--- config.mk ---
export PLATFORM = sky130hd
export DESIGN_NAME = core_top
export DESIGN_NICKNAME = d
export VERILOG_FILES = /design/src/verilog/core_pkg.sv /design/src/verilog/insn_decoder.sv /design/src/verilog/exec_unit.sv /design/src/verilog/reg_file.sv /design/src/verilog/core_top.sv
export VERILOG_INCLUDE_DIRS = /design/src /design/src/verilog
export SDC_FILE = /design/constraint.sdc
export NUM_CORES = 2
export LEC_CHECK = 0
export ABC_AREA = 0
export BUFFER_PORTS_ARGS = -buffer_cell sky130_fd_sc_hd__buf_2
export CAP_MARGIN = 10
export CELL_PAD_IN_SITES_DETAIL_PLACEMENT = 0
export CELL_PAD_IN_SITES_GLOBAL_PLACEMENT = 1
export CORE_MARGIN = 8
export CORE_UTILIZATION = 52
export CTS_BUF_LIST = sky130_fd_sc_hd__clkbuf_4
export CTS_CLUSTER_SIZE = 14
export DETAILED_ROUTE_END_ITERATION = 10
export HOLD_SLACK_MARGIN = 0.12
export PLACE_DENSITY = 0.89
export SETUP_SLACK_MARGIN = 0.1
export SLEW_MARGIN = 0
export SYNTH_ARGS = -nofsm -noshare
export SYNTH_HDL_FRONTEND = slang
export SYNTH_SLANG_ARGS = --single-unit
--- constraint.sdc ---
create_clock -name clk -period 15.76 [get_ports clk]
set_clock_uncertainty 0.05 [all_clocks]
set_input_delay 2.364 -clock clk [delete_from_list [all_inputs] [get_ports clk]]
set_output_delay 2.364 -clock clk [all_outputs]
set_load 0.1 [all_outputs]
--- src/verilog/core_consts.svh ---
`ifndef CORE_CONSTS_SVH
`define CORE_CONSTS_SVH

// datapath geometry.
`define CORE_DATA_W     32
`define CORE_REG_COUNT  16
`define CORE_PTR_W      4

// instruction field positions, 4 bits each.
`define INSN_OPC_LSB    28
`define INSN_DST_LSB    24
`define INSN_SRC0_LSB   20
`define INSN_SRC1_LSB   16
`define INSN_SRC2_LSB   12

// opcodes, F1 then F2.
`define OPC_NOP         4'd0
`define OPC_ADD         4'd1
`define OPC_SUB         4'd2
`define OPC_AND         4'd3
`define OPC_OR          4'd4
`define OPC_XOR         4'd5
`define OPC_MAC         4'd8
`define OPC_MSB         4'd9

`endif

--- src/verilog/core_pkg.sv ---
`include "core_consts.svh"

package core_pkg;

    // operation selected by the decoder.
    typedef enum logic [2:0] {
        op_add = 3'd0,
        op_sub = 3'd1,
        op_and = 3'd2,
        op_or  = 3'd3,
        op_xor = 3'd4,
        op_mac = 3'd5,
        op_msb = 3'd6
    } core_op_e;

    // decoded word as held in the FD stage.
    typedef struct packed {
        logic                   valid;
        logic                   is_f1;
        logic                   is_f2;
        core_op_e               op;
        logic [`CORE_PTR_W-1:0] dst;
        logic [`CORE_PTR_W-1:0] src0;
        logic [`CORE_PTR_W-1:0] src1;
        logic [`CORE_PTR_W-1:0] src2;
    } fd_insn_t;

    // write-back record of the MW stage.
    typedef struct packed {
        logic                    valid;
        logic [`CORE_PTR_W-1:0]  dst;
        logic [`CORE_DATA_W-1:0] result;
    } mw_wb_t;

endpackage

--- src/verilog/insn_decoder.sv ---
`timescale 1ns/1ns
`include "core_consts.svh"

module insn_decoder (
    input  logic [`CORE_DATA_W-1:0] insn,
    output core_pkg::fd_insn_t      dec
);
    import core_pkg::*;

    localparam int unsigned PTR_W = `CORE_PTR_W;

    logic [3:0] opc;

    assign opc = insn[`INSN_OPC_LSB +: 4];

    always_comb begin
        dec      = '0;
        dec.dst  = insn[`INSN_DST_LSB  +: PTR_W];
        dec.src0 = insn[`INSN_SRC0_LSB +: PTR_W];
        dec.src1 = insn[`INSN_SRC1_LSB +: PTR_W];
        dec.src2 = insn[`INSN_SRC2_LSB +: PTR_W];
        case (opc)
            `OPC_ADD: begin
                dec.is_f1 = 1'b1;
                dec.op    = op_add;
            end
            `OPC_SUB: begin
                dec.is_f1 = 1'b1;
                dec.op    = op_sub;
            end
            `OPC_AND: begin
                dec.is_f1 = 1'b1;
                dec.op    = op_and;
            end
            `OPC_OR: begin
                dec.is_f1 = 1'b1;
                dec.op    = op_or;
            end
            `OPC_XOR: begin
                dec.is_f1 = 1'b1;
                dec.op    = op_xor;
            end
            `OPC_MAC: begin
                dec.is_f2 = 1'b1;
                dec.op    = op_mac;
            end
            `OPC_MSB: begin
                dec.is_f2 = 1'b1;
                dec.op    = op_msb;
            end
            // nop and undefined codes write nothing.
            default: begin
                dec.op = op_add;
            end
        endcase
        dec.valid = dec.is_f1 || dec.is_f2;
    end

    always_comb begin
        a_one_class: assert (!(dec.is_f1 && dec.is_f2))
            else $error("word 0x%08h decoded as both F1 and F2", insn);
    end

endmodule

--- src/verilog/exec_unit.sv ---
`timescale 1ns/1ns
`include "core_consts.svh"

module exec_unit (
    input  core_pkg::core_op_e      op,
    input  logic [`CORE_DATA_W-1:0] a,
    input  logic [`CORE_DATA_W-1:0] b,
    input  logic [`CORE_DATA_W-1:0] c,
    output logic [`CORE_DATA_W-1:0] result
);
    import core_pkg::*;

    logic [`CORE_DATA_W-1:0] prod;

    // only the low half of b*c is kept.
    assign prod = b * c;

    always_comb begin
        case (op)
            op_add: begin
                result = a + b;
            end
            op_sub: begin
                result = a - b;
            end
            op_and: begin
                result = a & b;
            end
            op_or: begin
                result = a | b;
            end
            op_xor: begin
                result = a ^ b;
            end
            op_mac: begin
                result = a + prod;
            end
            op_msb: begin
                result = a - prod;
            end
            default: begin
                result = '0;
            end
        endcase
    end

endmodule

--- src/verilog/reg_file.sv ---
`timescale 1ns/1ns
`include "core_consts.svh"

module reg_file (
    input  logic                    clk,
    input  logic                    arst_n,
    input  logic                    clear_regs,
    input  logic                    init_r0,
    input  logic [`CORE_DATA_W-1:0] init_r0_data,
    input  core_pkg::mw_wb_t        wb,
    input  logic [`CORE_PTR_W-1:0]  src0_ptr,
    input  logic [`CORE_PTR_W-1:0]  src1_ptr,
    input  logic [`CORE_PTR_W-1:0]  src2_ptr,
    output logic [`CORE_DATA_W-1:0] src0_data,
    output logic [`CORE_DATA_W-1:0] src1_data,
    output logic [`CORE_DATA_W-1:0] src2_data
);
    localparam int unsigned PTR_W     = `CORE_PTR_W;
    localparam int unsigned REG_COUNT = `CORE_REG_COUNT;

    logic [`CORE_DATA_W-1:0] regs    [REG_COUNT];
    logic [`CORE_DATA_W-1:0] wr_data [REG_COUNT];
    logic [REG_COUNT-1:0]    wr_en;

    // per-register enables. r0 also takes the init strobe, which wins.
    for (genvar i = 0; i < REG_COUNT; i++) begin : g_wr
        if (i == 0) begin : g_r0
            assign wr_en[i]   = init_r0 || (wb.valid && (wb.dst == PTR_W'(i)));
            assign wr_data[i] = init_r0 ? init_r0_data : wb.result;
        end else begin : g_rn
            assign wr_en[i]   = wb.valid && (wb.dst == PTR_W'(i));
            assign wr_data[i] = wb.result;
        end
    end

    always_ff @(posedge clk or negedge arst_n) begin
        if (!arst_n) begin
            for (int i = 0; i < REG_COUNT; i++) begin
                regs[i] <= '0;
            end
        end else begin
            for (int i = 0; i < REG_COUNT; i++) begin
                if (clear_regs) begin
                    regs[i] <= '0;
                end else if (wr_en[i]) begin
                    regs[i] <= wr_data[i];
                end
            end
        end
    end

    // read ports are plain muxes.
    assign src0_data = regs[src0_ptr];
    assign src1_data = regs[src1_ptr];
    assign src2_data = regs[src2_ptr];

    a_write_lands: assert property (
        @(posedge clk) disable iff (!arst_n)
        (wb.valid && !clear_regs && !(init_r0 && (wb.dst == '0)))
            |=> (regs[$past(wb.dst)] == $past(wb.result))
    ) else $error("register %0d did not take write-back data", $past(wb.dst));

endmodule

--- src/verilog/core_top.sv ---
`timescale 1ns/1ns
`include "core_consts.svh"

module core_top (
    input  logic                    clk,
    input  logic                    arst_n,
    input  logic                    insn_valid,
    input  logic [`CORE_DATA_W-1:0] insn,
    input  logic                    init_r0,
    input  logic [`CORE_DATA_W-1:0] init_r0_data,
    input  logic                    clear_regs,
    output logic                    wb_valid,
    output logic [`CORE_PTR_W-1:0]  wb_dst,
    output logic [`CORE_DATA_W-1:0] wb_data
);
    import core_pkg::*;

    fd_insn_t dec;
    fd_insn_t fd_q;
    mw_wb_t   mw_q;

    logic [`CORE_DATA_W-1:0] rf_src0;
    logic [`CORE_DATA_W-1:0] rf_src1;
    logic [`CORE_DATA_W-1:0] rf_src2;
    logic [`CORE_DATA_W-1:0] op_a;
    logic [`CORE_DATA_W-1:0] op_b;
    logic [`CORE_DATA_W-1:0] op_c;
    logic [`CORE_DATA_W-1:0] ex_result;

    // newest value wins. mw holds the one instruction not yet in the file.
    function automatic logic [`CORE_DATA_W-1:0] bypass(
        input mw_wb_t                  mw,
        input logic [`CORE_PTR_W-1:0]  ptr,
        input logic [`CORE_DATA_W-1:0] rf_data
    );
        if (mw.valid && (mw.dst == ptr)) begin
            return mw.result;
        end
        return rf_data;
    endfunction

    insn_decoder u_insn_decoder (
        .insn (insn),
        .dec  (dec)
    );

    // fd stage.
    always_ff @(posedge clk or negedge arst_n) begin
        if (!arst_n) begin
            fd_q <= '0;
        end else begin
            fd_q       <= dec;
            fd_q.valid <= insn_valid && dec.valid;
        end
    end

    reg_file u_reg_file (
        .clk          (clk),
        .arst_n       (arst_n),
        .clear_regs   (clear_regs),
        .init_r0      (init_r0),
        .init_r0_data (init_r0_data),
        .wb           (mw_q),
        .src0_ptr     (fd_q.src0),
        .src1_ptr     (fd_q.src1),
        .src2_ptr     (fd_q.src2),
        .src0_data    (rf_src0),
        .src1_data    (rf_src1),
        .src2_data    (rf_src2)
    );

    assign op_a = bypass(mw_q, fd_q.src0, rf_src0);
    assign op_b = bypass(mw_q, fd_q.src1, rf_src1);
    assign op_c = bypass(mw_q, fd_q.src2, rf_src2);

    exec_unit u_exec_unit (
        .op     (fd_q.op),
        .a      (op_a),
        .b      (op_b),
        .c      (op_c),
        .result (ex_result)
    );

    // mw stage, also the write-back port.
    always_ff @(posedge clk or negedge arst_n) begin
        if (!arst_n) begin
            mw_q <= '0;
        end else begin
            mw_q.valid  <= fd_q.valid;
            mw_q.dst    <= fd_q.dst;
            mw_q.result <= ex_result;
        end
    end

    assign wb_valid = mw_q.valid;
    assign wb_dst   = mw_q.dst;
    assign wb_data  = mw_q.result;

    a_no_spurious_wb: assert property (
        @(posedge clk) disable iff (!arst_n)
        !fd_q.valid |=> !wb_valid
    ) else $error("write-back without an instruction in FD");

endmodule

==> reports/results.txt <==
IO Count: 106
Combinational share of power: 30.8%
Share of cells above drive strength 1: 17.77%
RSZ-0062 raised after global routing: no
Die width: 343.9 um
Arrival time of the worst setup path: 14.30 ns
CP Max Fanout: 17
WS Path Type: reg2reg
Mapped Nets: 6629
Max_cap viols: 0
Switch Pwr: 1772 uW
Sequential area share after synthesis: 25.47%
Leakage: 0.02605 uW
Crit-path max cell delay: 0.79 ns
WL final: 204300 um
Clk buf depth: 3
PortBufs: 93
Startpoint types: register
NumNets Final: 6552
Drt pass-1 iters: 6
Starting Density: 52.30%
Layout area overhead: 6.772%
Async SR Flop Fraction: 100.0%
Pre-CTS WS: 2.525 ns
P_int: 2561 uW
Post-Synthesis Cells: 5931
Switching Fraction: 40.89%
H-tree depth: 4
DIE HEIGHT: 343.9 um
HP Class: reg2reg
Total GRT Usage: 34.54%
PnR Total Power: 4334 uW
Main flop type after synthesis: dfrtp_1
Top post-synthesis cells by area: dfrtp_1 25%, mux4_2 18%, fa_1 15%, nand2_1 8.7%, a21oi_1 5.5%
Hold slack: 0.2836 ns
Mapped Area: 0.05591 mm^2
DRC: 0
Synth Area per Inst: 9.427 um^2
FF+latch count, synth: 569
TNS Setup: 0 ns
Iteration-0 DRC Markers: 6505
HPWL Detailed: 135800 um
Core ar.: 0.1069 mm^2
GR Overflow Total: 0
Number of global-route vias before repair: 48810
Vias/cell: 6.530
Final ANT Viol Nets: 0
Setup Viol. Count Final: 0
Largest net degree at the start of global routing: 189
Distinct cells, synth: 79
Final WS setup: 2.327 ns
Tmin final: 13.43 ns
Final hold vios: 0
CTS Buf Count: 146
Row cnt: 120
Worst skew pair latency: 1.09 ns
CP Capture Type: register
First-pass GRT wire length: 304400 um
DIE AREA: 0.1183 mm^2
Status: completed
Post-synth EDFFs: 0
Most common cell after layout, fill and taps aside: nand2_1
Req. time, crit path: 16.63 ns
Clk sinks: 569
Fillers: 9440
Drt wl/cell: 27.70 um
PostCTS Resize Cnt: 0
Peak VDD IR: 0.00007391 V
Slowest library cell on the worst path: inv_1
Post-CTS setup buffer count: 0
CTS tree: done
Synth top area share: 25.47%
Final core utilization: 55.84%
Initial antenna violation count: 6
Tcrit/Tclk final: 85.23%
Slew headroom: 16.44%
Commonest cells after routing, fill and taps aside: 1288 x nand2_1, 612 x a21oi_1, 558 x dfrtp_1
Hold buffer count at CTS: 0
Yosys warns: 0
Share of power burned in registers: 38.0%
Clock network fraction of total power: 31.2%
Worst-path clk slew: 0.07 ns
Pwr Density: 72.60 mW/mm^2
Fin. max-slew vios: 0
Detailed-route via count: 48170
Yosys top cell by area: dfrtp_1
Fmax: 74.44 MHz
Global placer's final weighted congestion: 0.9763
Worst slew pin tran: 1.253 ns
Root Buffer: clkbuf_4
[layout make-up]
class	count	area [um^2]	share of cell area, %
diodes	7	17.52	0.02934
clock buffers	206	1546	2.591
clock inverters	54	350.3	0.5869
inverters	552	2072	3.471
multi-input cells	4331	37910	63.51
flip-flops and latches	569	14270	23.90
well taps	1403	1755	2.941
repair buffers	254	1769	2.964
[synth_stat cells, types with 25 or more instances]
| master | instances |
|---|---|
| inv_1 | 529 |
| buf_1 | 38 |
| buf_2 | 37 |
| nand2b_1 | 43 |
| ha_1 | 220 |
| mux2i_1 | 127 |
| nand2_1 | 1294 |
| a21oi_1 | 615 |
| dfrtp_1 | 569 |
| xor2_1 | 38 |
| a22oi_1 | 25 |
| mux2_2 | 26 |
| nor2_1 | 461 |
| nor3_1 | 36 |
| clkbuf_1 | 387 |
| fa_1 | 409 |
| o21ai_0 | 73 |
| a211oi_1 | 33 |
| nand3_1 | 37 |
| xnor2_1 | 122 |
| and2_1 | 31 |
| mux4_2 | 445 |
[stage by stage]
step                      area [um^2]  instances
after floorplan                 55910       5931
after global placement          57780       7109
after detailed placement        57780       7109
after CTS                       59680       7369
after global routing            59680       7372
final                           59690       7376
[metal layers]
metal  vias to the layer above  part of all wire [%]  GRT usage [%]
met1                     23960                    35          43.06
met2                      3391                    45          52.79
li1                      19930                     -              -
met5                         -                0.0064              0
met3                       886                    13          10.47
met4                         2                   7.5          21.40
[kinds of logic (layout without fill, tap and decap cells)]
kind of cell | Yosys count | in the layout | synth area share (%)
AOI/OAI and AO/OA | 939 | 939 | 9.724
xor gates and xnor gates | 166 | 166 | 2.750
adders and majority gates | 629 | 629 | 19.57
buffers and inverters | 1031 | 1066 | 7.159
DFF | 569 | 569 | 25.47
muxes | 604 | 604 | 20.90
other | 0 | 7 | 0
and+or+nand+nor | 1993 | 1993 | 14.43
[power groups by stage]
stage	sequential, uW	clock [uW]	combinational [uW]
detailed placement	1660	0	1300
global placement	1660	0	1300
floorplan	1790	0	739
global route	1650	1430	1400
finish	1640	1350	1340
CTS	1640	1360	1310
[worst paths after layout]
path | from | slack (ns) | cells after the start | to
min reg2reg | fd_q[15]$_DFF_PN0_ | 0.28 | 0 | wb_dst[3]$_DFF_PN0_
max | fd_q[7]$_DFF_PN0_ | 2.33 | 46 | wb_data[31]$_DFF_PN0_
max reg2reg | fd_q[7]$_DFF_PN0_ | 2.33 | 46 | wb_data[31]$_DFF_PN0_
min | fd_q[15]$_DFF_PN0_ | 0.28 | 0 | wb_dst[3]$_DFF_PN0_
min in group asynchronous | arst_n | 1.36 | 1 | u_reg_file.regs[205]$_DFFE_PN0P_
max in group asynchronous | arst_n | 11.82 | 3 | fd_q[5]$_DFF_PN0_
[worst max-delay path, delay by kind of cell, from the launching register on]
kind	cells	cell delay, ns
and+or+nand+nor	8	2.50
adders and majority gates	10	4.22
buffers and inverters	9	2.15
muxes	1	0.18
xor gates and xnor gates	5	0.80
DFF	1	0.58
AOI/OAI and AO/OA	13	2.73
[registers in the layout, summed over array words and instances (netlist names)]
register / flops
fd_q: 20
u_reg_file.regs: 512
wb_data: 32
wb_dst: 4
wb_valid: 1
Power figures use the tool's default switching activity.
